===== src/hw/mcu_bus_cfg.svh =====
`ifndef MCU_BUS_CFG_SVH
`define MCU_BUS_CFG_SVH

// ====================
// Address map
// ====================

// Data memory
`define MCU_S0_BASE 32'h0000_0000
`define MCU_S0_LAST 32'h3FFF_FFFF
// UART register block, four words
`define MCU_S1_BASE 32'h4000_0000
`define MCU_S1_LAST 32'h4000_000F
// Simulation control, signature and halt
`define MCU_S2_BASE 32'hF000_0000
`define MCU_S2_LAST 32'hF000_0007

// Data memory depth in 32-bit words
`define MCU_MEM_WORDS 256

// UART timing, divisor is clocks per bit
`define MCU_CLOCK_FREQUENCY 100_000_000
`define MCU_BAUD_RATE 115_200
`define MCU_BAUD_DIV (`MCU_CLOCK_FREQUENCY / `MCU_BAUD_RATE)

`endif

===== src/hw/mcu_bus_pkg.sv =====
`default_nettype none

package mcu_bus_pkg;

    // AXI4-Lite response codes
    typedef enum logic [1:0] {
        OKAY   = 2'b00,
        SLVERR = 2'b10,
        DECERR = 2'b11
    } axil_resp_e;

    // Master side of one AXI4-Lite link
    typedef struct packed {
        logic        awvalid;
        logic [31:0] awaddr;
        logic        wvalid;
        logic [31:0] wdata;
        logic [3:0]  wstrb;
        logic        bready;
        logic        arvalid;
        logic [31:0] araddr;
        logic        rready;
    } axil_req_t;

    // Slave side of one AXI4-Lite link
    typedef struct packed {
        logic        awready;
        logic        wready;
        logic        bvalid;
        axil_resp_e  bresp;
        logic        arready;
        logic        rvalid;
        logic [31:0] rdata;
        axil_resp_e  rresp;
    } axil_rsp_t;

    // Interconnect target, order matches slave port index
    typedef enum logic [1:0] {SEL_MEM, SEL_UART, SEL_SIM, SEL_NONE} slave_sel_e;

    // UART register word offsets
    typedef enum logic [1:0] {REG_TXDATA, REG_RXDATA, REG_STATUS, REG_BAUD} uart_reg_e;

endpackage

`default_nettype wire


===== src/hw/sim_ctrl.sv =====
`timescale 1ns/1ps
`default_nettype none

module sim_ctrl (
    input  logic                   clk,
    input  logic                   reset,
    input  mcu_bus_pkg::axil_req_t req,
    output mcu_bus_pkg::axil_rsp_t rsp,
    output logic                   halt
);

    logic [31:0] signature, rdata;
    logic        bvalid, rvalid;
    logic        wr_go, rd_go;

    assign wr_go = req.awvalid && req.wvalid && !bvalid;
    assign rd_go = req.arvalid && !rvalid;

    // Offset 0 signature, offset 4 halt
    always_ff @(posedge clk) begin
        if (reset) begin
            bvalid    <= 1'b0;
            rvalid    <= 1'b0;
            halt      <= 1'b0;
            signature <= '0;
            rdata     <= '0;
        end else begin
            if (wr_go) begin
                bvalid <= 1'b1;
                // Halt sticks until reset
                if (req.awaddr[2]) halt <= 1'b1;
                else signature <= req.wdata;
            end else if (req.bready) begin
                bvalid <= 1'b0;
            end
            if (rd_go) begin
                rvalid <= 1'b1;
                rdata  <= req.araddr[2] ? {31'd0, halt} : signature;
            end else if (req.rready) begin
                rvalid <= 1'b0;
            end
        end
    end

    assign rsp = '{awready: wr_go, wready: wr_go, bvalid: bvalid, bresp: mcu_bus_pkg::OKAY,
                   arready: rd_go, rvalid: rvalid, rdata: rdata, rresp: mcu_bus_pkg::OKAY};

endmodule

`default_nettype wire


===== config.mk =====
export PLATFORM = sky130hd
export DESIGN_NAME = sim_ctrl
export DESIGN_NICKNAME = d
export VERILOG_FILES = /design/src/hw/mcu_bus_cfg.svh /design/src/hw/mcu_bus_pkg.sv /design/src/hw/sim_ctrl.sv
export SDC_FILE = /design/constraint.sdc
export NUM_CORES = 1
export LEC_CHECK = 0
export BUFFER_PORTS_ARGS = -buffer_cell sky130_fd_sc_hd__buf_2
export CORE_UTILIZATION = 39
export DETAILED_ROUTE_END_ITERATION = 10
export GPL_TIMING_DRIVEN = 0
export PLACE_DENSITY = 0.75
export SLEW_MARGIN = 20
export SYNTH_ARGS = -nofsm -noshare
export SYNTH_HDL_FRONTEND = slang
export SYNTH_SLANG_ARGS = --single-unit

===== constraint.sdc =====
create_clock -name clk -period 1.1 [get_ports clk]
set_clock_uncertainty 0.05 [all_clocks]
set_input_delay 0 -clock clk [delete_from_list [all_inputs] [get_ports clk]]
set_output_delay 0 -clock clk [all_outputs]
set_load 0.005 [all_outputs]

# After elaboration in Yosys (flattened, before gate mapping)
# Cells that the tools add are included.
# W data, S select, Z words.
[word_totals]
memories = 0
ramBits = 0
romBits = 0
register_bits = 67
out_inout_bits = 42
latchBits = 0
inputBits = 107
[classes]
n_reduce_logical = 9
bitwise_logic = 1
eq_ne = 0
add_sub_neg = 0
magnitude_cmp = 0
div_mod_pow = 0
shifts = 0
mul = 0
muxes = 5
[op_table]
columns = ["operator", "count"]
rows = [
  ["$mux W32", 1],
  ["$mux W1", 4],
  ["$reduce_and A2 Y1", 2],
  ["$reduce_bool A2 Y1", 2],
  ["$logic_and A1 B1 Y1", 3],
  ["$logic_not A1 Y1", 2],
  ["$not A1 Y1", 1],
]

# Depth between registers and ports, before layout
[depth]
ltp_word = 3
depth_mapped = 6
mapped_depth_nobuf = 4

# Least setup slack after synthesis
# No wires, ideal clock.
[synth_path]
path_type = "reg-to-reg"
startpoint = "register bvalid"
endpoint = "register signature[2]"
arrival_time_ns = 0.969
slack_ns = -0.055
stages_incl_launch_ff = 6
setup_ns = 0.136
required_ns = 0.914
path_cell_list = "dfxtp_1 and4bb_2 clkbuf_4 clkbuf_8 nand2_1 a21oi_2"
[synth_via]
elab_chain_len = 3
[synth_lines]
columns = ["item", "line_no", "rtl"]
rows = [
  ["start, declared", "sim_ctrl.sv:13", "logic bvalid, rvalid;"],
  ["start signal, assigned", "sim_ctrl.sv:22", "bvalid <= 1'b0;"],
  ["start signal, assigned", "sim_ctrl.sv:29", "bvalid <= 1'b1;"],
  ["start signal, assigned", "sim_ctrl.sv:34", "bvalid <= 1'b0;"],
  ["$logic_not A1 Y1", "sim_ctrl.sv:16", "assign wr_go = req.awvalid && req.wvalid && !bvalid;"],
  ["$logic_and A1 B1 Y1", "sim_ctrl.sv:16", ""],
  ["$reduce_and A2 Y1 (no line)", "--", ""],
  ["end signal, assigned", "sim_ctrl.sv:32", "else signature <= req.wdata;"],
  ["end, declared", "sim_ctrl.sv:12", "logic [31:0] signature, rdata;"],
]
# Every way passes these cells.
# A chain may end at the register's enable or synchronous reset.

# Worst setup path after layout
[layout_path]
startpoint = "register bvalid"
endpoint = "register signature[17]"
# Same word-level chain as after synthesis.

==> run_results.csv <==
group,metric,value,unit
clock_network,ctsRootBufferMaster,"clkbuf_8",
cells_and_area,fin_area,4270,um2
global_route,grt_pass1_wl,12.0,mm
synthesis,syn_area,2600,um2
place,gp_congestion,0.768,
clock_network,clk_pin_slew,0.07,ns
cells_and_area,drive_gt1_share,44.7,%
synthesis,ys_types,22,
place,dpl_cell_area,3110,um2
setup_path,start_kind,"flip-flop",
clock_network,htreeDepth,3,
status,status,"finished, violations left",
clock_network,clk_latency,0.35,ns
clock_network,cts_tree,"built",
drt,routed_wl,8.46,mm
cells_and_area,multiInputGateArea,1320,um2
place,hpwl,4.36,mm
place,port_buffers,77,
synthesis,syn_avg_cell_area,8.50,um2
setup_path,r2r-start,"bvalid",
global_route,grt_max_degree,12,
sta,setup_ws,-0.203,ns
status,violations,"negative setup slack",
setup_path,path_delay_family,"simple AND/OR/NAND/NOR gates",
pwr,p_leak,1.80,nW
floorplan,fp.dieW,83.7,um
sta,clock.fmax,0.767,GHz
drt,drc_errors,0,
cells_and_area,fill_cells,502,
pwr,cellPowerDensity,1190,nW/um2
run,maxCapViolCount,0,
global_route,antenna_found_initial,0,
floorplan,floorplan.initialDensity,40.7,%
setup_path,critPathArrivalTime,1.51,ns
clock_network,clock-sinks,67,
sta,worst_pin_slew,0.723,ns
drt,dr_total_vias,2707,
drt,drtIter0Drc,165,
sta,hold_violations,0,
sta,slew_viol_final,0,
sta,tns,-5.73,ns
floorplan,fp.dieArea,7000,um2
worst_hold_path,hp-start,"reset",
floorplan,row_count,29,
cells_and_area,synthToLayoutAreaGrowth,64.2,%
synthesis,yosysWarningCount,0,
setup_path,crit_required,1.31,ns
sta,max_slew_margin,51.8,%
synthesis,syn_inst,306,
setup_path,crit_type,"flip-flop to flip-flop",
setup_path,cp_max_fo,7,
sta,rsz0062_at_grt,"true",
sta,setup_viol,63,
setup_path,max_stage_delay,0.33,ns
sta,post-route-period-util,118,%
cells_and_area,nets,558,
cells_and_area,seqCellArea,1340,um2
drt,vias_per_cell,5.08,
sta,min_period,1.30,ns
cells_and_area,diodes,0,
global_route,grt_use_total,22.1,%
sta,hold_slack,0.0877,ns
worst_hold_path,min_path_type,"primary input to flip-flop",
global_route,overflow,0,
cells_and_area,layout_common_cells,"buf_2, nand2_1, dfxtp_1",
drt,wl_per_cell,15.9,um
cells_and_area,final_common_cell,"buf_2",
setup_path,cp_num_buf_inv,2,
setup_path,path_cells,"and4bb_2, buf_8, clkbuf_16, nand2_4, a21oi_2",
setup_path,critPathLaunch,"bvalid",
drt,dr.pass1.iters,4,
drt,drtAntennaViolNets,0,
floorplan,fp.dieH,83.7,um
synthesis,ys_seq_area_share,51.6,%
floorplan,core-area,6390,um2
clock_network,clock_path_buffers,2,
floorplan,ios,149,
setup_path,cp_slowest_cell,"dfxtp_2",
clock_network,cts_buffers,9,
place,dp_slack,-0.194,ns
pwr,p_total,0.00508,W
pwr,peakVddDrop,0.836,mV
setup_path,end_kind,"flip-flop",
global_route,grt_pass1_vias,2540,
synthesis,ys_ff_latch,67,
==> area by class of cell <==
cell class | instances | area share, %
Buffer | 32 | 7.76
Clock buffer | 11 | 3.08
Clock inverter | 5 | 0.703
Inverter | 2 | 0.352
Multi-Input combinational cell | 206 | 30.8
Sequential cell | 67 | 31.5
Tap cell | 77 | 2.26
Timing Repair Buffer | 133 | 23.6
==> state kept, by name, summed over array words and instances, names as in the netlist <==
name / count
rvalid: 1
signature: 32
halt: 1
bvalid: 1
rdata: 32
==> logic make-up (layout without fill, tap and decap cells) <==
family	after synthesis	in the layout	synth area share [%]
buffers and inverters	36	183	9.33
AOI/OAI and AO/OA	67	67	13.7
and+or+nand+nor	134	134	24.9
muxes	1	1	0.385
other	1	4	0.144
DFF	67	67	51.6
==> worst reg2reg max path, cell delays in order (launching register included) <==
cell and delay, ns:
dfxtp_2 0.33, and4bb_2 0.32, buf_8 0.16, clkbuf_16 0.17, nand2_4 0.05, a21oi_2 0.15
==> synthesized netlist by cell type <==
cell type | instances | share of area, %
nor2_1 | 3 | 0.43
nand3b_1 | 31 | 8.9
a211oi_1 | 1 | 0.29
nand2b_1 | 2 | 0.48
conb_1 | 1 | 0.14
inv_2 | 1 | 0.14
inv_1 | 1 | 0.14
nand2_1 | 95 | 14
buf_6 | 3 | 1.3
clkbuf_1 | 9 | 1.3
a21oi_1 | 61 | 12
a21oi_2 | 5 | 1.7
nand4bb_1 | 1 | 0.43
buf_4 | 13 | 3.8
buf_2 | 2 | 0.38
clkbuf_8 | 3 | 1.6
mux2i_1 | 1 | 0.38
clkbuf_4 | 1 | 0.29
dfxtp_1 | 67 | 52
and4bb_2 | 1 | 0.48
and3b_2 | 1 | 0.38
buf_1 | 3 | 0.43
==> through the flow <==
stage | util [%] | std cells
after floorplan | - | 309
after global placement | 48.8 | 463
after detailed placement | 48.8 | 463
after CTS | 62.1 | 528
after global routing | 66.9 | 533
final | 66.9 | 533
==> worst paths after layout <==
path / endpoint / slack (ns) / cells after the start
setup / recovery: signature[17] / -0.20 / 5
hold / removal: rdata[4] / 0.09 / 2
setup reg to reg: signature[17] / -0.20 / 5
hold reg to reg: rdata[15] / 0.40 / 2
==> where the power goes <==
part | switching (W) | total (W) | internal, W
Clock | 0.000934 | 0.00174 | 0.000806
Combinational | 0.000378 | 0.000823 | 0.000444
Sequential | 0.0000366 | 0.00252 | 0.00248
Total | 0.00135 | 0.00508 | 0.00373
==> what timing repair did <==
action / in CTS / in global routing
pin swaps: 15 / 42
endpoints found under the hold margin: 37 / 0
hold buffers: 37 / 0
cloned: 5 / 4
setup buffers: 8 / 3
endpoints found under the setup margin: 67 / 71
resized for setup: 48 / 69
==> routing by layer <==
| metal | GRT usage [%] | part of all wire, % |
|---|---|---|
| met1 | 26.2 | 39 |
| met2 | 37.0 | 51 |
| met3 | 4.85 | 6.4 |
| met4 | 12.3 | 4.1 |
| met5 | 0 | 0 |
(Power assumes the default switching activity.)
