## config.mk

```make
export PLATFORM = sky130hd
export DESIGN_NAME = uart_regs
export DESIGN_NICKNAME = d
export VERILOG_FILES = /design/src/hw/mcu_bus_pkg.sv /design/src/hw/uart_regs.sv
export VERILOG_INCLUDE_DIRS = /design/src /design/src/hw
export SDC_FILE = /design/constraint.sdc
export NUM_CORES = 1
export LEC_CHECK = 0
export ABC_AREA = 1
export BUFFER_PORTS_ARGS = -buffer_cell sky130_fd_sc_hd__buf_4
export CAP_MARGIN = 20
export CORE_MARGIN = 2
export CORE_UTILIZATION = 34
export DETAILED_ROUTE_END_ITERATION = 8
export MAX_ROUTING_LAYER = met4
export PLACE_DENSITY = 0.83
export SYNTH_ARGS = -nofsm -noshare
export SYNTH_HDL_FRONTEND = slang
export SYNTH_SLANG_ARGS = --single-unit
```

## constraint.sdc

```tcl
create_clock -name clk -period 1.4 [get_ports clk]
set_input_delay 0.07 -clock clk [delete_from_list [all_inputs] [get_ports clk]]
set_output_delay 0.07 -clock clk [all_outputs]
set_load 0.1 [all_outputs]
```

## src/hw/mcu_bus_cfg.svh

```systemverilog
`ifndef MCU_BUS_CFG_SVH
`define MCU_BUS_CFG_SVH

// ====================
// Address map
// ====================

// Data memory
`define MCU_S0_BASE 32'h0000_0000
`define MCU_S0_LAST 32'h3FFF_FFFF
// UART register block, four words
`define MCU_S1_BASE 32'h4000_0000
`define MCU_S1_LAST 32'h4000_000F
// Simulation control, signature and halt
`define MCU_S2_BASE 32'hF000_0000
`define MCU_S2_LAST 32'hF000_0007

// Data memory depth in 32-bit words
`define MCU_MEM_WORDS 256

// UART timing, divisor is clocks per bit
`define MCU_CLOCK_FREQUENCY 100_000_000
`define MCU_BAUD_RATE 115_200
`define MCU_BAUD_DIV (`MCU_CLOCK_FREQUENCY / `MCU_BAUD_RATE)

`endif
```

## src/hw/mcu_bus_pkg.sv

```systemverilog
`default_nettype none

package mcu_bus_pkg;

    // AXI4-Lite response codes
    typedef enum logic [1:0] {
        OKAY   = 2'b00,
        SLVERR = 2'b10,
        DECERR = 2'b11
    } axil_resp_e;

    // Master side of one AXI4-Lite link
    typedef struct packed {
        logic        awvalid;
        logic [31:0] awaddr;
        logic        wvalid;
        logic [31:0] wdata;
        logic [3:0]  wstrb;
        logic        bready;
        logic        arvalid;
        logic [31:0] araddr;
        logic        rready;
    } axil_req_t;

    // Slave side of one AXI4-Lite link
    typedef struct packed {
        logic        awready;
        logic        wready;
        logic        bvalid;
        axil_resp_e  bresp;
        logic        arready;
        logic        rvalid;
        logic [31:0] rdata;
        axil_resp_e  rresp;
    } axil_rsp_t;

    // Interconnect target, order matches slave port index
    typedef enum logic [1:0] {SEL_MEM, SEL_UART, SEL_SIM, SEL_NONE} slave_sel_e;

    // UART register word offsets
    typedef enum logic [1:0] {REG_TXDATA, REG_RXDATA, REG_STATUS, REG_BAUD} uart_reg_e;

endpackage

`default_nettype wire

```

## src/hw/uart_regs.sv

```systemverilog
`timescale 1ns/1ps
`default_nettype none

`include "mcu_bus_cfg.svh"

module uart_regs (
    input  logic                   clk,
    input  logic                   reset,
    input  mcu_bus_pkg::axil_req_t req,
    output mcu_bus_pkg::axil_rsp_t rsp,
    output logic                   tx_start,
    output logic [7:0]             tx_byte,
    output logic [15:0]            baud_div,
    output logic                   rx_ack,
    input  logic                   tx_busy,
    input  logic [7:0]             rx_byte,
    input  logic                   rx_valid,
    input  logic                   rx_overrun
);

    mcu_bus_pkg::uart_reg_e  wr_reg, rd_reg;
    mcu_bus_pkg::axil_resp_e bresp;
    logic [31:0] rdata;
    logic        bvalid, rvalid;
    logic        wr_go, rd_go;

    assign wr_go  = req.awvalid && req.wvalid && !bvalid;
    assign rd_go  = req.arvalid && !rvalid;
    assign wr_reg = mcu_bus_pkg::uart_reg_e'(req.awaddr[3:2]);
    assign rd_reg = mcu_bus_pkg::uart_reg_e'(req.araddr[3:2]);

    // Engine strobes fire on the accepting cycle
    assign tx_start = wr_go && (wr_reg == mcu_bus_pkg::REG_TXDATA) && !tx_busy;
    assign tx_byte  = req.wdata[7:0];
    assign rx_ack   = rd_go && (rd_reg == mcu_bus_pkg::REG_RXDATA);

    // ====================
    // Write side
    // ====================
    always_ff @(posedge clk) begin
        if (reset) begin
            bvalid   <= 1'b0;
            bresp    <= mcu_bus_pkg::OKAY;
            baud_div <= 16'(`MCU_BAUD_DIV);
        end else if (wr_go) begin
            bvalid <= 1'b1;
            bresp  <= mcu_bus_pkg::OKAY;
            // Transmitter busy rejects the byte
            if (wr_reg == mcu_bus_pkg::REG_TXDATA && tx_busy) bresp <= mcu_bus_pkg::SLVERR;
            if (wr_reg == mcu_bus_pkg::REG_BAUD) baud_div <= req.wdata[15:0];
        end else if (req.bready) begin
            bvalid <= 1'b0;
        end
    end

    // ====================
    // Read side
    // ====================
    always_ff @(posedge clk) begin
        if (reset) begin
            rvalid <= 1'b0;
            rdata  <= '0;
        end else if (rd_go) begin
            rvalid <= 1'b1;
            case (rd_reg)
                mcu_bus_pkg::REG_RXDATA: rdata <= {24'd0, rx_byte};
                mcu_bus_pkg::REG_STATUS: rdata <= {29'd0, rx_overrun, rx_valid, tx_busy};
                mcu_bus_pkg::REG_BAUD:   rdata <= {16'd0, baud_div};
                default:                 rdata <= '0;
            endcase
        end else if (req.rready) begin
            rvalid <= 1'b0;
        end
    end

    assign rsp = '{awready: wr_go, wready: wr_go, bvalid: bvalid, bresp: bresp,
                   arready: rd_go, rvalid: rvalid, rdata: rdata, rresp: mcu_bus_pkg::OKAY};

endmodule

`default_nettype wire

```

======== After elaboration in Yosys (flattened, before gate mapping) ========
Index checks and enable logic that the tools add are counted.
word-level totals
  bits in registers ....................... 52
  output and inout port bits .............. 67
  word-level logic and storage cells ...... 29
cells by class
  equal/unequal tests ..................... 4
  multiplexer cells ....................... 6
  reductions and logical operators ........ 14
operators by type and width
  kind                                                             count
  16-bit case mux with 3 select lines                              1
  1-bit logical AND                                                7
  2-bit == test, second input constant                             3
  1-bit 2-to-1 mux                                                 4
  2-bit nonzero test                                               2
  1-bit logical NOT                                                3
  2-bit by 1-bit == test with 1-bit output, second input constant  1
  2-bit logical NOT                                                1
  2-bit 2-to-1 mux                                                 1
  2-bit AND reduction                                              1

======== Longest topological paths before layout ========
Gate-level depths: netlist (run 1).
  word-level depth ........................ 4
  mapped depth ............................ 7
  gate-level depth less buffers ........... 6

======== Worst setup path after synthesis (run 1) ========
OpenSTA, ideal clock, no wires.
  path type ............................... reg-to-output
  start point ............................. reg bvalid
  end point ............................... out tx_start
  data arrival time ....................... 3306 ps
  required time ........................... 1330 ps
  path slack .............................. -1976 ps
  stages on the path, launching flop included .. 4
  buffers on the path ..................... 0
  path through ............................ dfxtp_1 > inv_2 > nand3_4 > nor4_1
between the ends
  word-level cells in the longest chain between the ends .. 4
ends and longest elaborated chain
  element                         RTL line         text
  start: declaration              uart_regs.sv:24  logic bvalid, rvalid;
  start signal: assignment        uart_regs.sv:42  bvalid <= 1'b0;
  start signal: assignment        uart_regs.sv:46  bvalid <= 1'b1;
  start signal: assignment        uart_regs.sv:52  bvalid <= 1'b0;
  1-bit logical NOT               uart_regs.sv:27  assign wr_go = req.awvalid && req.wvalid && !bvalid;
  1-bit logical AND               uart_regs.sv:27
  1-bit logical AND (2 in a row)  uart_regs.sv:33  assign tx_start = wr_go && (wr_reg == mcu_bus_pkg::REG_TXDATA) && !tx_busy;
  end: declaration                uart_regs.sv:11  output logic tx_start,
Every way passes these cells.

======== Worst setup path in the final report (run 1) ========
  start point ............................. reg rvalid
  end point ............................... out rx_ack
between the ends
  word-level cells in the longest chain between the ends .. 3
ends and longest elaborated chain
  element                   RTL line         text
  start: declaration        uart_regs.sv:24
  start signal: assignment  uart_regs.sv:61  rvalid <= 1'b0;
  start signal: assignment  uart_regs.sv:64  rvalid <= 1'b1;
  start signal: assignment  uart_regs.sv:72  rvalid <= 1'b0;
  1-bit logical NOT         uart_regs.sv:28  assign rd_go = req.arvalid && !rvalid;
  1-bit logical AND         uart_regs.sv:28
  1-bit logical AND         uart_regs.sv:35  assign rx_ack = rd_go && (rd_reg == mcu_bus_pkg::REG_RXDATA);
  end: declaration          uart_regs.sv:14  output logic rx_ack,
Every way passes these cells.

==> metrics.yaml, run 1 <==
finish:
  n_antenna_cell: 0
  layout.cells.non_filler: 360
  nets: 410
  fin_area_um2: 2390
  layout_commonest_cell: "buf_4"
  drive_above_1_share_pct: 38.9
  most-common-layout-cells: "82 x buf_4, 43 x nand2_1, 32 x dfxtp_1, 31 x nor2_1, 19 x conb_1"
  synthToLayoutAreaGrowth_pct: 40.9
global_routing:
  grt_max_degree: 20
  gr-total-overflow: 0
  grt_antenna_before_repair: 0
  grt_pass1_vias: 1469
  grt_pass1_wl_um: 7190
  grt_usage_pct: 17.7
hold_path:
  hold_end: "baud_div[14]"
  hp-class: "input port to flip-flop"
  min_path_cells: 3
  min_from: "req[53]"
placement:
  place.detailed.hpwl_um: 3620
  placed_cell_area_um2: 2220
  portBuffers: 85
  place_congestion: 0.924
  pre_cts_ws_ns: 0.159
  dp.cells: 349
sta:
  slew_viol_final: 0
  fin_crit_ns: 1.33
  clock_skew_ns: 0.00303
  fmax_mhz: 750
  rsz0062_at_grt: "false"
  setup_viol_count_final: 0
  hold_viol_final: 0
  worst_slew_margin_rel_pct: 64.9
  worst_pin_slew_ns: 0.526
  finalSetupTns_ns: 0
  period_share_pct: 95.2
  fin_ws_ns: 0.0666
route:
  via_per_inst: 4.46
  vias: 1607
  first_iter_violations: 64
  drt-pass1-iter-count: 4
  routed_wl_um: 4680
  wl_per_cell_um: 13.0
  post-route-drc-count: 0
  ant_nets: 0
power_and_ir_drop:
  power_w: 0.00291
  ir_worst_vdd_mv: 0.584
  power.leakage_nw: 1.17
  powerDensity_nw_per_um2: 1220
die:
  coreArea_um2: 4750
  die_h_um: 74.7
  die_area_um2: 5570
  ios: 185
  placementRows: 25
  start_util_pct: 35.7
  die-width_um: 74.7
synthesis:
  netlist_instances: 219
  synth_top_family_by_area: "simple AND/OR/NAND/NOR gates"
  yosysUniqueCellTypes: 23
  muxShareOfSynthArea_pct: 0
  synth_compound_area_share_pct: 9.87
  netlist_area_um2: 1700
  synthSimpleGateAreaFrac_pct: 28.8
  ys_seq_area_share_pct: 41.3
  synthAdderAreaFrac_pct: 0
  ys_ff_latch: 35
  yosys_warnings: 0
  synthXorXnorAreaFrac_pct: 0
  synth_area_per_cell_um2: 7.75
critical_path:
  r2r-end: "baud_div[9]"
  r2r_slack_ns: 0.18
  start_kind: "flip-flop"
  crit_arrival_ns: 1.26
  cp-end-kind: "primary output"
  rr_worst_depth: 6
  regToRegStartpoint: "bvalid"
  critPathRequiredTime_ns: 1.33
  critPathMaxFanout: 19
  crit_type: "flip-flop to primary output"
clocking:
  cts_sinks: 35
  cts_tree: "yes"
  clkLatencyLatePin_ns: 0.28
  cts_inserted_buffers: 5
  clk_pin_slew_worst_paths_ns: 0.07
  cts.htree.levels: 2
  cts-root-buf: "clkbuf_8"
  clock_path_buffers: 2
  postCtsSetupBuffers: 0
run:
  max-cap-violations: 0
run_status:
  status: "finished, final reports clean"
final cells by class:
class / count / area [µm²]
fillers: 513 / 2360
multi-input cells: 154 / 768
flip-flops and latches: 35 / 704
repair buffers: 88 / 688
well taps: 67 / 83.8
clock buffers: 5 / 68.8
clock inverters: 3 / 43.8
inverters: 8 / 35.0
worst max path at each step:
stage	slack, ns	start	cells after the start	to
finish	0.07	rvalid	4	rx_ack
global route	0.01	bvalid	4	tx_start
CTS	0.005	rvalid	4	rx_ack
detailed placement	0.16	bvalid	6	baud_div[2]
global placement	0.19	bvalid	6	baud_div[15]
floorplan	-0.14	bvalid	3	tx_start
metrics by stage:
step	hold WS [ns]	utilization, %
final	0.00187	50.3
after global routing	0.00588	50.3
after CTS	0.0000115	50.1
after detailed placement	0.294	46.7
after global placement	0.284	46.7
after floorplan	0.196	-
worst max-delay path, cell delays in order (launching register included):
cell     delay [ns]
dfxtp_1        0.33
inv_2          0.10
nand2_8        0.13
nor3_4         0.22
buf_12         0.20
power breakdown:
| group | switching [W] | internal, W | total, W |
|---|---|---|---|
| sequential | 0.0000237 | 0.00103 | 0.00105 |
| combinational | 0.000766 | 0.000185 | 0.000950 |
| clock | 0.000377 | 0.000530 | 0.000907 |
| total | 0.00117 | 0.00174 | 0.00291 |
repair_timing:
item / in CTS / in global routing
hold buffers: 3 / 0
endpoints found under the hold margin: 3 / 0
resized for setup: 5 / 2
gates cloned: 0 / 0
endpoints found under the setup margin: 2 / 3
sequential cells by signal, indices dropped and copies added (netlist names):
register / count
bvalid: 1
baud_div: 16
rdata: 16
rvalid: 1
bresp: 1
cells in the mapped netlist (all sizes together):
cell type / instances / area (µm²)
a22oi: 8 / 60.1
o21a: 1 / 7.51
nand3: 19 / 108
dfxtp: 35 / 701
conb: 1 / 3.75
o21ai: 11 / 55.1
inv: 8 / 32.5
buf: 40 / 304
nor2: 39 / 190
nor4: 1 / 6.26
a21oi: 9 / 45.0
nor3: 1 / 5.00
nand2: 46 / 180
layer usage:
metal  share of wire, %  GRT usage, %  vias up  wire [µm]
met5                  0             -        -          0
met4               0.94          6.35        0         44
met3                8.9          5.49        5        418
met2                 46          27.0       76       2170
met1                 44          22.2      722       2050
li1                   -             -      804          -
cells by family (layout without fill, tap and decap cells):
group | count (synthesis) | count (layout)
flops | 35 | 35
simple gates | 106 | 106
other cells | 1 | 19
compound gates | 29 | 29
buf+inv | 48 | 104
Note: power is estimated with default switching activity, not from simulation.
==> inputs of run 2 (changes only) <==
- BUFFER_PORTS_ARGS: -buffer_cell sky130_fd_sc_hd__buf_4 -> -buffer_cell sky130_fd_sc_hd__buf_2
- CORE_UTILIZATION: 34 -> 35
- CTS_BUF_LIST: not set -> sky130_fd_sc_hd__clkbuf_8
- PLACE_DENSITY: 0.83 -> 0.85
- clock period: 1.4 -> 1.7 ns (I/O delays scaled with it)
==> metrics.yaml, run 2 (synthesized netlist as in run 1, its figures left out) <==
critical_path:
  cpMaxStageDelayCell: "dfxtp_1"
  critPathMaxStageDelay_ns: 0.31  # -0.02 ns
  regToRegStartpoint: "rvalid"
  crit_arrival_ns: 1.43  # +0.17 ns
  crit_chain: "inv_1 -> nand2_2 -> inv_2 -> buf_12"
  start_kind: "flip-flop"
  cp_top_family: "buffers and inverters"
  crit_type: "flip-flop to primary output"
  r2r-end: "rdata[14]"
  rr_worst_depth: 5  # -1
  cp_num_buf_inv: 3  # +1
  critPathMaxFanout: 19  # unchanged
  critPathRequiredTime_ns: 1.62  # +0.29 ns
  cp-end-kind: "primary output"
  crit_cells: 4  # unchanged
  r2r_slack_ns: 0.44  # +0.26 ns
die:
  die-width_um: 73.7  # -1.4%
  placementRows: 25  # unchanged
  coreArea_um2: 4690  # -1.3%
  die_area_um2: 5420  # -2.7%
  start_util_pct: 36.2  # +0.48 points
  die_h_um: 73.7  # -1.4%
  ios: 185  # unchanged
clocking:
  clock_path_buffers: 2  # unchanged
  cts.htree.levels: 2  # unchanged
  postCtsSetupBuffers: 0  # unchanged
  clkLatencyLatePin_ns: 0.28  # about the same
  cts-root-buf: "clkbuf_8"
  cts-resized-gates: 0  # -5
  cts_sinks: 35  # unchanged
  cts_tree: "yes"
  cts_inserted_buffers: 5  # unchanged
  postCtsHoldBufs: 0  # -3
  clk_pin_slew_worst_paths_ns: 0.06  # about the same
sta:
  fin_ws_ns: 0.181  # +0.114 ns
  clock_skew_ns: 0.00408  # +0.00105 ns
  period_share_pct: 89.4
  worst_pin_slew_ns: 0.517  # -0.00905 ns
  fmax_mhz: 658
  setup_viol_count_final: 0  # unchanged
  worst_slew_margin_rel_pct: 65.5  # +0.60 points
  hold_viol_final: 0  # unchanged
  slew_viol_final: 0  # unchanged
  rsz0062_at_grt: "false"
  finalSetupTns_ns: 0  # unchanged
  fin_crit_ns: 1.52
placement:
  portBuffers: 85  # unchanged
  pre_cts_ws_ns: 0.452  # +0.293 ns
  placed_cell_area_um2: 2020  # -9.0%
  place.detailed.hpwl_um: 3510  # -2.9%
  place_congestion: 0.877  # -5.1%
hold_path:
  min_from: "req[48]"
  min_path_cells: 3  # unchanged
  hp-class: "input port to flip-flop"
  hold_end: "baud_div[9]"
finish:
  n_antenna_cell: 0  # unchanged
  drive_above_1_share_pct: 37.4  # -1.5 points
  fin_area_um2: 2090  # -13%
  fillers: 503  # -1.9%
  reg.largest.list: "baud_div x16, rdata x16"
  layout_commonest_cell: "buf_2"
  most-common-layout-cells: "83 x buf_2, 43 x nand2_1, 35 x dfxtp_1, 31 x nor2_1, 19 x conb_1"
  synthToLayoutAreaGrowth_pct: 23.1
  final_core_util_pct: 44.6  # -5.8 points
  nets: 408  # -0.49%
power_and_ir_drop:
  powerDensity_nw_per_um2: 1010  # -17%
  power_w: 0.00212  # -27%
  power.leakage_nw: 1.10  # -6.2%
  ir_worst_vdd_mv: 0.503  # -14%
route:
  drt-pass1-iter-count: 6  # +2
  vias: 1585  # -1.4%
  via_per_inst: 4.62  # +3.5%
  first_iter_violations: 95  # +48%
  ant_nets: 0  # unchanged
  routed_wl_um: 4490  # -4.2%
  wl_per_cell_um: 13.1  # +0.58%
  post-route-drc-count: 0  # unchanged
run:
  max-cap-violations: 0  # unchanged
global_routing:
  grt_pass1_wl_um: 7050  # -1.9%
  grt_antenna_before_repair: 0  # unchanged
  grt_max_degree: 20  # unchanged
  gr-total-overflow: 0  # unchanged
  grt_usage_pct: 17.7  # -0.034 points
  grt_pass1_vias: 1502  # +2.2%
run_status:
  status: "finished, final reports clean"
-- run 2: stage by stage --
step / std cells / hold slack, ns
after floorplan: 237 / 0.211
after global placement: 337 / 0.298
after detailed placement: 337 / 0.306
after CTS: 343 / 0.0115
after global routing: 343 / 0.0341
final: 343 / 0.0194
-- run 2: layout make-up --
| type | instances | area [µm²] | share of cell area (%) |
|---|---|---|---|
| clock inverters | 1 | 3.75 | 0.180 |
| flip-flops and latches | 35 | 701 | 33.5 |
| well taps | 54 | 67.6 | 3.23 |
| repair buffers | 86 | 463 | 22.1 |
| inverters | 8 | 32.5 | 1.56 |
| clock buffers | 5 | 68.8 | 3.29 |
| multi-input cells | 154 | 754 | 36.1 |
-- run 2: worst max path at each step --
stage                       from         to  slack [ns]
after floorplan           bvalid   tx_start        0.15
final                     rvalid    rsp[35]        0.18
after global routing      rvalid    rsp[35]        0.09
after CTS                 rvalid    rsp[35]        0.16
after detailed placement  rvalid  rdata[11]        0.45
after global placement    rvalid     rvalid        0.47
-- run 2: metal layers --
layer	up-vias	share of wire [%]	track usage, %
met3	12	8.7	5.35
met2	83	45	25.1
met4	0	3.7	11.1
met5	-	0	-
li1	797	-	-
met1	693	43	21.8
-- run 2: tightest hold or removal path, stage by stage --
cell     delay [ns]
buf_2          0.08
nand2_1        0.04
nand3_1        0.07
-- run 2: report_power, final --
part / leakage (nW) / internal, W / switching (W) / total [W]
logic: 0.773 / 0.000102 / 0.000624 / 0.000726
registers: 0.284 / 0.000847 / 0.0000170 / 0.000864
clock network: 0.0413 / 0.000266 / 0.000259 / 0.000525
total: 1.10 / 0.00122 / 0.000899 / 0.00212
