<file path="src/hw/mcu_bus_cfg.svh">
`ifndef MCU_BUS_CFG_SVH
`define MCU_BUS_CFG_SVH

// ====================
// Address map
// ====================

// Data memory
`define MCU_S0_BASE 32'h0000_0000
`define MCU_S0_LAST 32'h3FFF_FFFF
// UART register block, four words
`define MCU_S1_BASE 32'h4000_0000
`define MCU_S1_LAST 32'h4000_000F
// Simulation control, signature and halt
`define MCU_S2_BASE 32'hF000_0000
`define MCU_S2_LAST 32'hF000_0007

// Data memory depth in 32-bit words
`define MCU_MEM_WORDS 256

// UART timing, divisor is clocks per bit
`define MCU_CLOCK_FREQUENCY 100_000_000
`define MCU_BAUD_RATE 115_200
`define MCU_BAUD_DIV (`MCU_CLOCK_FREQUENCY / `MCU_BAUD_RATE)

`endif
</file>
<file path="src/hw/uart_engine.sv">
`timescale 1ns/1ps
`default_nettype none

module uart_engine (
    input  logic        clk,
    input  logic        reset,
    input  logic        tx_start,
    input  logic [7:0]  tx_byte,
    input  logic [15:0] baud_div,
    input  logic        rx_ack,
    output logic        tx_busy,
    output logic [7:0]  rx_byte,
    output logic        rx_valid,
    output logic        rx_overrun,
    input  logic        uart_rx,
    output logic        uart_tx
);

    typedef enum logic [1:0] {ST_IDLE, ST_START, ST_DATA, ST_STOP} uart_state_e;

    uart_state_e tx_state, rx_state;
    logic [15:0] tx_cnt, rx_cnt;
    logic [2:0]  tx_bit, rx_bit;
    logic [7:0]  tx_shift, rx_shift;
    logic        rx_meta, rx_sync, rx_sync_d;
    logic        tx_tick, rx_tick, rx_mid;

    assign tx_busy = (tx_state != ST_IDLE);
    assign tx_tick = (tx_cnt == baud_div - 16'd1);
    assign rx_tick = (rx_cnt == baud_div - 16'd1);
    // Half period into the start bit
    assign rx_mid  = (rx_cnt == (baud_div >> 1));

    // ====================
    // Transmitter
    // ====================
    always_ff @(posedge clk) begin
        if (reset) begin
            tx_state <= ST_IDLE;
            tx_cnt   <= '0;
            tx_bit   <= '0;
            tx_shift <= '0;
            uart_tx  <= 1'b1;
        end else if (tx_state == ST_IDLE) begin
            uart_tx <= 1'b1;
            if (tx_start) begin
                tx_shift <= tx_byte;
                tx_cnt   <= '0;
                uart_tx  <= 1'b0;
                tx_state <= ST_START;
            end
        end else if (!tx_tick) begin
            tx_cnt <= tx_cnt + 16'd1;
        end else begin
            tx_cnt <= '0;
            case (tx_state)
                ST_START: begin
                    // LSB first
                    uart_tx  <= tx_shift[0];
                    tx_shift <= tx_shift >> 1;
                    tx_bit   <= '0;
                    tx_state <= ST_DATA;
                end
                ST_DATA: begin
                    if (tx_bit == 3'd7) begin
                        uart_tx  <= 1'b1;
                        tx_state <= ST_STOP;
                    end else begin
                        uart_tx  <= tx_shift[0];
                        tx_shift <= tx_shift >> 1;
                        tx_bit   <= tx_bit + 3'd1;
                    end
                end
                default: tx_state <= ST_IDLE;
            endcase
        end
    end

    // Two-flop synchronizer plus edge history that idles high
    always_ff @(posedge clk) begin
        if (reset) begin
            rx_meta   <= 1'b1;
            rx_sync   <= 1'b1;
            rx_sync_d <= 1'b1;
        end else begin
            rx_meta   <= uart_rx;
            rx_sync   <= rx_meta;
            rx_sync_d <= rx_sync;
        end
    end

    // ====================
    // Receiver
    // ====================
    always_ff @(posedge clk) begin
        if (reset) begin
            rx_state   <= ST_IDLE;
            rx_cnt     <= '0;
            rx_bit     <= '0;
            rx_shift   <= '0;
            rx_byte    <= '0;
            rx_valid   <= 1'b0;
            rx_overrun <= 1'b0;
        end else begin
            // Host read clears both flags
            if (rx_ack) begin
                rx_valid   <= 1'b0;
                rx_overrun <= 1'b0;
            end
            case (rx_state)
                ST_IDLE: begin
                    rx_cnt <= '0;
                    if (rx_sync_d && !rx_sync) rx_state <= ST_START;
                end
                ST_START: begin
                    rx_cnt <= rx_cnt + 16'd1;
                    if (rx_mid) begin
                        rx_cnt <= '0;
                        rx_bit <= '0;
                        // Line back high means a glitch
                        rx_state <= rx_sync ? ST_IDLE : ST_DATA;
                    end
                end
                ST_DATA: begin
                    rx_cnt <= rx_cnt + 16'd1;
                    if (rx_tick) begin
                        rx_cnt   <= '0;
                        rx_shift <= {rx_sync, rx_shift[7:1]};
                        rx_bit   <= rx_bit + 3'd1;
                        if (rx_bit == 3'd7) rx_state <= ST_STOP;
                    end
                end
                default: begin
                    rx_cnt <= rx_cnt + 16'd1;
                    if (rx_tick) begin
                        rx_state <= ST_IDLE;
                        // Framing error drops the byte
                        if (rx_sync) begin
                            rx_byte    <= rx_shift;
                            rx_valid   <= 1'b1;
                            // A read in the same cycle still clears it
                            rx_overrun <= (rx_overrun || rx_valid) && !rx_ack;
                        end
                    end
                end
            endcase
        end
    end

    // A held overrun always has a byte behind it
    a_overrun_has_byte: assert property (@(posedge clk) disable iff (reset)
        rx_overrun |-> rx_valid);

endmodule

`default_nettype wire

</file>
<file path="config.mk">
export PLATFORM = sky130hd
export DESIGN_NAME = uart_engine
export DESIGN_NICKNAME = d
export VERILOG_FILES = /design/src/hw/mcu_bus_cfg.svh /design/src/hw/uart_engine.sv
export SDC_FILE = /design/constraint.sdc
export NUM_CORES = 1
export LEC_CHECK = 0
export BUFFER_PORTS_ARGS = -buffer_cell sky130_fd_sc_hd__buf_2
export CAP_MARGIN = 20
export CORE_UTILIZATION = 65
export DETAILED_ROUTE_END_ITERATION = 7
export PLACE_DENSITY = 0.86
export RECOVER_POWER = 50
export SYNTH_ARGS = -nofsm -noshare
export SYNTH_HDL_FRONTEND = slang
export SYNTH_SLANG_ARGS = --single-unit
</file>
<file path="constraint.sdc">
create_clock -name clk -period 6.2 [get_ports clk]
set_clock_uncertainty 0.1 [all_clocks]
set_input_delay 0.93 -clock clk [delete_from_list [all_inputs] [get_ports clk]]
set_output_delay 0.93 -clock clk [all_outputs]
set_load 0.02 [all_outputs]
</file>
After elaboration in Yosys (flattened, before gate mapping)
Index checks and enable logic that the tools add are counted.

cells by class
  mux-type cells = 41
  $add $sub $neg = 5
  $lt $le $gt $ge = 0
  shift operators = 0
  $mul = 0
  div/mod/pow operators = 0
  eq/ne operators = 17
  bitwise gates (word level) = 2
  reductions and logical operators = 22

operator list
  cell                   number
  $mux 16                5
  $pmux 16 s3            1
  $add 16x1->16 const B  2
  $eq 16x16->1           2
  $mux 8                 4
  $mux 2                 10
  $eq 16x15->1           1
  $pmux 8 s2             1
  $sub 16x1->16 const B  1
  $mux 1                 12
  $ne 2x2->1 const B     6
  $pmux 3 s2             2
  $mux 3                 3
  $reduce_and 3->1       3
  $reduce_and 4->1       2
  $reduce_bool 2->1      4
  $add 3x1->3 const B    2
  $eq 3x3->1 const B     2
  $ne 3x3->1 const B     2
  $pmux 2 s3             1
  $reduce_bool 3->1      2
  $reduce_and 5->1       1
  $eq 2x1->1 const B     2
  $eq 2x2->1 const B     2
  9 further kinds        14

storage, ports and cells
  input port bits = 29
  bits in latches = 0
  memories = 0
  output and inout bits = 12
  ROM bits = 0
  register bits after elaboration = 72
  bits in writable memories = 0

Longest topological paths before layout
Gate-level depths: netlist of the first run.

  depth in word-level cells = 5
  depth in mapped cells = 12

Worst setup path after synthesis of the first run
OpenSTA, ideal clock, no wires.

  path type = in2reg
  from = in baud_div[0]
  to = reg rx_shift[3]
  setup time = 0.128 ns
  setup slack = 2.354 ns
  buffers on the path = 2
  stages = 12
  arrival time = 3.618 ns
  path through = inv_1 ha_1 or4b_1 buf_2 or3_1 a32o_1 a2111oi_4 nand4_2 nor4_4 buf_6 mux2i_1 nor2_1

on the way
  cells in the longest elaborated chain, start to end = 3

RTL lines
  item                               line                text
  start, declared                    uart_engine.sv:9    input logic [15:0] baud_div,
  $sub 16x1->16                      uart_engine.sv:30   assign rx_tick = (rx_cnt == baud_div - 16'd1);
  $eq 16x16->1                       uart_engine.sv:30
  $reduce_and 2->1 (no source line)  n/a
  end signal, assigned               uart_engine.sv:128  rx_shift <= {rx_sync, rx_shift[7:1]};
  end, declared                      uart_engine.sv:24   logic [7:0] tx_shift, rx_shift;

No other way between the ends.
A chain may end at the register's enable or synchronous reset.

Worst setup path in the final report of the first run
  from = in baud_div[0]
  to = reg rx_shift[6]

Same word-level chain as after synthesis.

==> results of run 1 <==
==> power groups by stage <==
stage | sequential, uW | clock, uW | combinational (uW)
floorplan | 489 | 0 | 108
global placement | 490 | 0 | 135
detailed placement | 491 | 0 | 140
CTS | 480 | 427 | 142
global route | 481 | 450 | 153
finish | 480 | 423 | 142
==> worst max-delay path, stage by stage <==
cell and delay [ns]:
sky130_fd_sc_hd__buf_2 0.14, sky130_fd_sc_hd__or4_1 0.75, sky130_fd_sc_hd__nor4b_1 1.13, sky130_fd_sc_hd__nor3b_1 0.59, sky130_fd_sc_hd__xnor3_1 0.25, sky130_fd_sc_hd__nand4_2 0.18
sky130_fd_sc_hd__nor4_4 0.83, sky130_fd_sc_hd__mux2i_1 0.30, sky130_fd_sc_hd__nor2_1 0.07
==> cell usage after synthesis, types with 3 or more instances <==
cell,number,area (um^2)
sky130_fd_sc_hd__inv_1,25,93.84
sky130_fd_sc_hd__a211oi_1,4,30.03
sky130_fd_sc_hd__and3_1,4,25.02
sky130_fd_sc_hd__xor2_1,32,280.3
sky130_fd_sc_hd__o311ai_0,9,78.83
sky130_fd_sc_hd__nand3b_1,3,22.52
sky130_fd_sc_hd__nor2b_1,6,37.54
sky130_fd_sc_hd__dfxtp_1,72,1441
sky130_fd_sc_hd__or3_1,4,25.02
sky130_fd_sc_hd__nor4_1,7,43.79
sky130_fd_sc_hd__nor3b_1,3,22.52
sky130_fd_sc_hd__o21ai_0,18,90.09
sky130_fd_sc_hd__mux2i_1,21,210.2
sky130_fd_sc_hd__nor4b_1,3,26.28
sky130_fd_sc_hd__nand3_1,26,130.1
sky130_fd_sc_hd__ha_1,10,125.1
sky130_fd_sc_hd__or4_1,4,30.03
sky130_fd_sc_hd__o211a_1,6,60.06
sky130_fd_sc_hd__or4_4,3,33.78
sky130_fd_sc_hd__buf_2,6,30.03
sky130_fd_sc_hd__o211ai_1,3,22.52
sky130_fd_sc_hd__xnor3_1,3,67.56
sky130_fd_sc_hd__a221oi_1,8,70.07
sky130_fd_sc_hd__a21oi_1,15,75.07
sky130_fd_sc_hd__nor2_1,61,229.0
sky130_fd_sc_hd__xnor2_1,28,245.2
sky130_fd_sc_hd__nor3_1,15,75.07
sky130_fd_sc_hd__clkbuf_1,30,112.6
sky130_fd_sc_hd__nand2_1,53,198.9
sky130_fd_sc_hd__nand4_1,9,56.30
sky130_fd_sc_hd__or2_2,7,43.79
sky130_fd_sc_hd__o31ai_1,4,30.03
sky130_fd_sc_hd__and4_1,3,26.28
sky130_fd_sc_hd__buf_4,3,22.52
==> through the flow <==
stage / cell area, um^2 / hold slack, ns / utilization, % / std cells / power [uW]
finish: 4883 / 0.3418 / 71.88 / 666 / 1045
global route: 4883 / 0.3427 / 71.88 / 666 / 1084
CTS: 4949 / 0.3336 / 72.84 / 666 / 1049
detailed placement: 4722 / 0.3027 / 69.50 / 650 / 630.5
global placement: 4722 / 0.2954 / 69.50 / 650 / 625.5
floorplan: 4576 / 0.2895 / - / 555 / 597.4
==> per-layer routing <==
metal	GRT usage (%)	wire length, um	share of wire (%)
met5	0	0	0
met4	11.36	300	2.7
met3	4.427	727	6.6
met2	50.72	5300	48
met1	41.06	4662	42
==> sequential cells by signal (all words and copies together) (netlist names), 2 cells and up <==
| register | flops |
|---|---|
| rx_cnt | 16 |
| tx_cnt | 16 |
| rx_byte | 8 |
| rx_shift | 8 |
| tx_shift | 8 |
| rx_bit | 3 |
| tx_bit | 3 |
| rx_state | 2 |
| tx_state | 2 |
==> layout by cell type (no fill, tap or decap), types with 3 or more instances in the layout <==
| cell | synthesis | final |
|---|---|---|
| sky130_fd_sc_hd__nand3b_1 | 3 | 3 |
| sky130_fd_sc_hd__nand4_1 | 9 | 9 |
| sky130_fd_sc_hd__xor2_1 | 32 | 32 |
| sky130_fd_sc_hd__or4_1 | 4 | 5 |
| sky130_fd_sc_hd__xnor2_1 | 28 | 28 |
| sky130_fd_sc_hd__and4_1 | 3 | 3 |
| sky130_fd_sc_hd__a21oi_1 | 15 | 15 |
| sky130_fd_sc_hd__ha_1 | 10 | 10 |
| sky130_fd_sc_hd__o31ai_1 | 4 | 4 |
| sky130_fd_sc_hd__o21ai_0 | 18 | 18 |
| sky130_fd_sc_hd__and3_1 | 4 | 4 |
| sky130_fd_sc_hd__a211oi_1 | 4 | 4 |
| sky130_fd_sc_hd__nor4_1 | 7 | 7 |
| sky130_fd_sc_hd__xnor3_1 | 3 | 3 |
| sky130_fd_sc_hd__buf_2 | 6 | 27 |
| sky130_fd_sc_hd__nor3_1 | 15 | 16 |
| sky130_fd_sc_hd__or2_2 | 7 | 7 |
| sky130_fd_sc_hd__nor3b_1 | 3 | 3 |
| sky130_fd_sc_hd__nor2_1 | 61 | 61 |
| sky130_fd_sc_hd__dfxtp_1 | 72 | 72 |
| sky130_fd_sc_hd__or3_1 | 4 | 4 |
| sky130_fd_sc_hd__nand3_1 | 26 | 26 |
| sky130_fd_sc_hd__clkbuf_1 | 30 | 14 |
| sky130_fd_sc_hd__clkbuf_8 | 0 | 9 |
| sky130_fd_sc_hd__inv_1 | 25 | 25 |
| sky130_fd_sc_hd__nand2_1 | 53 | 53 |
| sky130_fd_sc_hd__o311ai_0 | 9 | 9 |
| sky130_fd_sc_hd__o211ai_1 | 3 | 3 |
| sky130_fd_sc_hd__nor2b_1 | 6 | 6 |
| sky130_fd_sc_hd__a221oi_1 | 8 | 8 |
| sky130_fd_sc_hd__mux2i_1 | 21 | 21 |
| sky130_fd_sc_hd__o211a_1 | 6 | 6 |
| sky130_fd_sc_hd__nor4b_1 | 3 | 5 |
==> path summary, 6_finish.rpt <==
kind	from	endpoint	slack [ns]	cells past startpoint
hold reg to reg	rx_meta	rx_sync	0.34	1
setup / recovery	baud_div[0]	rx_shift[6]	1.08	9
hold / removal	rx_meta	rx_sync	0.34	1
setup reg to reg	tx_cnt[0]	tx_shift[5]	2.94	8
==> layout make-up <==
type / instances / share of cell area (%)
Multi-Input combinational cell: 413 / 57.31
Tap cell: 96 / 2.460
Sequential cell: 72 / 29.52
Clock buffer: 9 / 2.537
Inverter: 27 / 2.075
Timing Repair Buffer: 42 / 3.997
Clock inverter: 7 / 2.101
==> logic make-up after synthesis <==
kind of cell    after synthesis  share of synthesized area, %
fa+ha+maj                    10                         2.734
simple gates                227                         26.50
xor+xnor                     63                         12.96
flops                        72                         31.50
mux                          23                         5.086
compound gates               90                         14.74
buf+inv                      70                         6.481
==> results by group, run 1 <==
Run status
  • Result of the run: finished, violations left
  • Violated checks: capacitance limit, slew limit

STA
  • Post-layout min period: 5.115 ns
  • Worst setup margin: 1.085 ns
  • Pins over their slew limit: 44
  • Hold violation total from the final report: 0
  • Final period util: 82.51%
  • Worst-Margin Slew: 1.768 ns
  • Achievable frequency: 195.5 MHz
  • Setup TNS Final: 0 ns
  • Number of endpoints failing setup at the final stage: 0
  • RSZ-0062 raised after global routing: no
  • Max transition margin: -17.84%

Global routing
  • Largest net degree at the start of global routing: 44
  • Global-route wire length before repair: 17.86 mm
  • Via count of the first global-routing pass: 3691
  • Gr usage total: 30.79%
  • Residual overflow from global routing: 0
  • Number of antenna violations at the first check in global routing: 1

CTS
  • Sinks on the clock net: 72
  • Master cell of the clock root buffer: sky130_fd_sc_hd__clkbuf_8
  • Count of hold buffers inserted by post-cts repair: 0
  • CTS resizes: 0
  • Clock Path Buffers: 2
  • Worst-path clk slew: 0.08 ns
  • Later-pin clock latency in the skew report: 0.35 ns
  • Postcts setup bufs: 0
  • Total CTS buffers: 9
  • CTS H-Tree Depth: 3
  • Clock tree from TritonCTS: yes

Critical path
  • Signal arrival time at the worst endpoint: 5.17 ns
  • Crit start category: input port
  • Worst-path maximum fanout: 14
  • Required time of the worst setup path: 6.26 ns
  • Category of the most critical setup path: input port to register
  • Endpoint class of the critical path: register

Logic synthesis
  • Cells after Synth: 555
  • Number of enable flip-flop cells after synthesis: 0
  • Proportion of synthesized flip-flops having asynchronous set or reset: 0%
  • Cell area after technology mapping: 4576 um^2
  • Primary flip-flop cell chosen by synthesis mapping: sky130_fd_sc_hd__dfxtp_1
  • Yosys warns: 0
  • Number of distinct standard cells referenced by the synthesized netlist: 67
  • Total nets after synthesis: 594
  • Syn_area_per_cell: 8.244 um^2
  • Number of storage elements in the synthesis netlist: 72
  • Sequential fraction of the synthesis area: 31.50%

Routing
  • Initial detailed-routing violation count: 421
  • Detail-routed net length per standard cell: 16.50 um
  • Number of vias per cell: 6.204
  • Routed wire length: 10.99 mm
  • DRC violations left: 0
  • Detailed-router iteration count before antenna repair: 6
  • Total number of vias: 4132
  • Count of nets left with antenna violations after detail routing: 0

Place
  • Routability congestion estimate from global placement: 0.9507
  • Total half-perimeter wirelength after legalization and detailed placement: 7.684 mm
  • Placement Setup Slack: 1.612 ns
  • Number of input and output port buffers inserted: 40

Floorplan
  • Die W: 85.90 um
  • Starting density of the core: 67.35%
  • Vertical die dimension: 85.90 um
  • Number of rows in the core area: 30
  • Placeable core region: 6794 um^2
  • Die ar.: 7379 um^2
  • Number of top-level pins: 41

Cells and area
  • Signed area change from the synthesized netlist to the final layout: 6.727%
  • Storage cell area: 1441 um^2
  • Fraction of layout cells with a size suffix above 1: 11.40%
  • Number of nets in the final layout: 604
  • Number of fillers in the final layout: 536
  • Area of combinational cells with multiple inputs: 2799 um^2
  • ANT cells: 0

Power
  • Power per unit of standard cell area: 214.0 nW/um^2
  • Clock power frac: 40.5%
  • Switching part of the total: 27.70%
  • Static leakage: 0.001768 uW
  • Internal power: 755.6 uW
  • Sw power: 289.5 uW
  • Maximum ir drop on the vdd rail: 0.0002070 V
  • Proportion of power drawn by combinational gates: 13.5%
  • Part of the total power dissipated in sequential elements: 46.0%

Min path
  • Min-delay worst type: register to register

Flow run
  • Number of max-cap violations: 1
(Power assumes the default switching activity.)
==> run 2, diff against run 1 <==
--- a/config.mk
+++ b/config.mk
@@ -5,11 +5,12 @@
 export SDC_FILE = /design/constraint.sdc
 export NUM_CORES = 1
 export LEC_CHECK = 0
+export ABC_AREA = 1
 export BUFFER_PORTS_ARGS = -buffer_cell sky130_fd_sc_hd__buf_2
 export CAP_MARGIN = 20
-export CORE_UTILIZATION = 65
+export CORE_UTILIZATION = 61
 export DETAILED_ROUTE_END_ITERATION = 7
-export PLACE_DENSITY = 0.86
+export PLACE_DENSITY = 0.81
 export RECOVER_POWER = 50
 export SYNTH_ARGS = -nofsm -noshare
 export SYNTH_HDL_FRONTEND = slang
==> constraint.sdc (replaced) <==
create_clock -name clk -period 4.8 [get_ports clk]
set_clock_uncertainty 0.1 [all_clocks]
set_input_delay 0.72 -clock clk [delete_from_list [all_inputs] [get_ports clk]]
set_output_delay 0.72 -clock clk [all_outputs]
set_load 0.02 [all_outputs]
==> results by group, run 2 <==
Cells and area
  • Number of fillers in the final layout: 714
  • Final Instance Area: 5483 um^2
  • Most common cell after layout, fill and taps aside: sky130_fd_sc_hd__nand2_1
  • Commonest cells after routing, fill and taps aside: sky130_fd_sc_hd__nand2_1 (234), sky130_fd_sc_hd__inv_1 (128), sky130_fd_sc_hd__nor2_1 (92)
  • Finished Core Util: 69.51%
  • ANT cells: 0
  • Fraction of layout cells with a size suffix above 1: 9.595%
  • Storage cell area: 1441 um^2
  • Number of nets in the final layout: 899
  • Top Registers: rx_cnt (16), tx_cnt (16)
  • Area of combinational cells with multiple inputs: 3005 um^2
  • Signed area change from the synthesized netlist to the final layout: 7.639%

Place
  • Placement Setup Slack: 1.451 ns
  • Routability congestion estimate from global placement: 0.8987
  • Number of input and output port buffers inserted: 40
  • Post-detailed-placement cell area: 5335 um^2
  • Total half-perimeter wirelength after legalization and detailed placement: 9.190 mm

Routing
  • Count of nets left with antenna violations after detail routing: 0
  • Initial detailed-routing violation count: 284
  • Number of vias per cell: 5.364
  • Detailed-router iteration count before antenna repair: 5
  • DRC violations left: 0
  • Detail-routed net length per standard cell: 12.58 um
  • Routed wire length: 12.16 mm
  • Total number of vias: 5187

CTS
  • Worst-path clk slew: 0.08 ns
  • CTS resizes: 0
  • Sinks on the clock net: 72
  • Clock tree from TritonCTS: yes
  • Later-pin clock latency in the skew report: 0.35 ns
  • Postcts setup bufs: 0
  • Clock Path Buffers: 2
  • CTS H-Tree Depth: 3
  • Count of hold buffers inserted by post-cts repair: 0
  • Master cell of the clock root buffer: sky130_fd_sc_hd__clkbuf_8
  • Total CTS buffers: 9

STA
  • Worst-Margin Slew: 1.854 ns
  • Worst setup margin: 1.232 ns
  • Post-layout min period: 3.568 ns
  • RSZ-0062 raised after global routing: no
  • Pins over their slew limit: 43
  • Number of endpoints failing setup at the final stage: 0
  • Worst hold slack: 0.3234 ns
  • Achievable frequency: 280.2 MHz
  • Max transition margin: -23.63%
  • Hold violation total from the final report: 0
  • Setup TNS Final: 0 ns
  • Final period util: 74.34%

Logic synthesis
  • Proportion of synthesized flip-flops having asynchronous set or reset: 0%
  • XOR/XNOR Fraction of Synth Area: 5.158%
  • Compound-Gate Fraction of Synth Area: 7.738%
  • Basic-gate share of the synthesized area counting and, or, nand and nor cells: 44.49%
  • Mux cell area share after synthesis: 0%
  • Number of enable flip-flop cells after synthesis: 0
  • Sequential fraction of the synthesis area: 28.30%
  • Number of storage elements in the synthesis netlist: 72
  • Number of distinct standard cells referenced by the synthesized netlist: 38
  • Total nets after synthesis: 863
  • Adder-cell share of the synthesized area: 2.456%
  • Post-synthesis cell type with the largest combined area: sky130_fd_sc_hd__dfxtp_1
  • Synth cell count leaders: sky130_fd_sc_hd__nand2_1 (233), sky130_fd_sc_hd__inv_1 (127), sky130_fd_sc_hd__nor2_1 (89)
  • Syn_area_per_cell: 6.182 um^2
  • Combinational family with the most area after synthesis: simple AND/OR/NAND/NOR gates
  • Cells after Synth: 824
  • Most numerous cell in the Yosys netlist: sky130_fd_sc_hd__nand2_1
  • Area share of the largest cell type after synthesis: 28.30%
  • Primary flip-flop cell chosen by synthesis mapping: sky130_fd_sc_hd__dfxtp_1
  • Yosys warns: 0
  • Synth top area cells: sky130_fd_sc_hd__dfxtp_1 (28%), sky130_fd_sc_hd__nand2_1 (17%), sky130_fd_sc_hd__inv_1 (9.4%)
  • Cell area after technology mapping: 5094 um^2

Floorplan
  • Starting density of the core: 64.58%
  • Number of top-level pins: 41
  • Die W: 93.38 um
  • Vertical die dimension: 93.38 um
  • Number of rows in the core area: 32
  • Die ar.: 8720 um^2
  • Placeable core region: 7888 um^2

Global routing
  • Number of antenna violations at the first check in global routing: 0
  • Via count of the first global-routing pass: 4749
  • Global-route wire length before repair: 20.44 mm
  • Gr usage total: 29.37%
  • Largest net degree at the start of global routing: 43
  • Residual overflow from global routing: 0

Critical path
  • Worst-path maximum fanout: 19
  • Category of the most critical setup path: input port to register
  • Endpoint class of the critical path: register
  • Required time of the worst setup path: 4.99 ns
  • Crit start category: input port
  • Signal arrival time at the worst endpoint: 3.76 ns

Flow run
  • Number of max-cap violations: 1

Power
  • Power per unit of standard cell area: 348.8 nW/um^2
  • Maximum ir drop on the vdd rail: 0.0003453 V
  • Static leakage: 0.002588 uW

Run status
  • Result of the run: finished, violations left
  • Violated checks: capacitance limit, slew limit

Min path
  • Min-delay worst type: register to register
-- run 2: changes by cell type after synthesis, moves of 8 or more --
cell                       previous run  this run
sky130_fd_sc_hd__nand3_1             26        88
sky130_fd_sc_hd__inv_1               25       127
sky130_fd_sc_hd__nor2_1              61        89
sky130_fd_sc_hd__o311ai_0             9         0
sky130_fd_sc_hd__nand2_1             53       233
sky130_fd_sc_hd__xor2_1              32        24
sky130_fd_sc_hd__o21ai_1              0        10
sky130_fd_sc_hd__mux2i_1             21         0
sky130_fd_sc_hd__a21oi_1             15        30
sky130_fd_sc_hd__xnor2_1             28         6
sky130_fd_sc_hd__nand2_2              1        10
sky130_fd_sc_hd__nor2_4               0         8
sky130_fd_sc_hd__clkbuf_1            30         8
sky130_fd_sc_hd__a221oi_1             8         0
-- run 2: final timing paths --
kind / cells after the start / from / slack [ns] / end
max: 17 / baud_div[0] / 1.23 / tx_shift[5]
min: 1 / rx_meta / 0.32 / rx_sync
max reg2reg: 9 / tx_state[0] / 2.06 / tx_shift[5]
min reg2reg: 1 / rx_meta / 0.32 / rx_sync
-- run 2: layer usage --
layer  wire [um]  up-vias  GRT usage [%]  share of wire (%)
li1            -     2660              -                  -
met1        5292     2364          34.52                 44
met2        6060      142          53.37                 50
met3         566       21          4.634                4.7
met4         242        0          10.90                2.0
met5           0        -              0                  0
-- run 2: layout make-up --
type / count / area share [%]
inverter: 134 / 9.174
clock inverter: 5 / 1.118
timing repair buffer: 42 / 3.514
clock buffer: 11 / 2.761
tap: 102 / 2.328
sequential: 72 / 26.29
multi-input combinational: 601 / 54.82
-- run 2: logic make-up (layout without fill, tap and decap cells) --
kind of cell	count (synthesis)	after routing
XOR/XNOR	30	30
buffers and inverters	151	192
adder cells (fa/ha/maj)	10	10
flip-flops	72	72
AND/OR/NAND/NOR	487	487
AO/OA/AOI/OAI	74	74
-- run 2: worst max-delay path, cell delays in order --
cell and delay (ns):
sky130_fd_sc_hd__clkbuf_1 0.10, sky130_fd_sc_hd__inv_1 0.19, sky130_fd_sc_hd__ha_1 0.32, sky130_fd_sc_hd__nand2_1 0.25, sky130_fd_sc_hd__nor2_1 0.40, sky130_fd_sc_hd__nand3_1 0.17, sky130_fd_sc_hd__nand2_1 0.13, sky130_fd_sc_hd__nand2_1 0.06
sky130_fd_sc_hd__nand2_1 0.08, sky130_fd_sc_hd__nand2_1 0.06, sky130_fd_sc_hd__nor2_1 0.13, sky130_fd_sc_hd__nand3_1 0.38, sky130_fd_sc_hd__nand2_8 0.30, sky130_fd_sc_hd__nand3_4 0.17, sky130_fd_sc_hd__nand2_1 0.12, sky130_fd_sc_hd__nand2_1 0.06
sky130_fd_sc_hd__nor2_1 0.12
-- run 2: power by group --
part,internal (uW),switching (uW)
clock network,273,254
registers,664,45.7
logic,211,464
total,1150,764
-- run 2: per-stage QoR --
step / instances / power [uW]
after floorplan: 824 / 1273
after global placement: 951 / 1373
after detailed placement: 951 / 1403
after CTS: 967 / 1919
after global routing: 967 / 2045
final: 967 / 1912
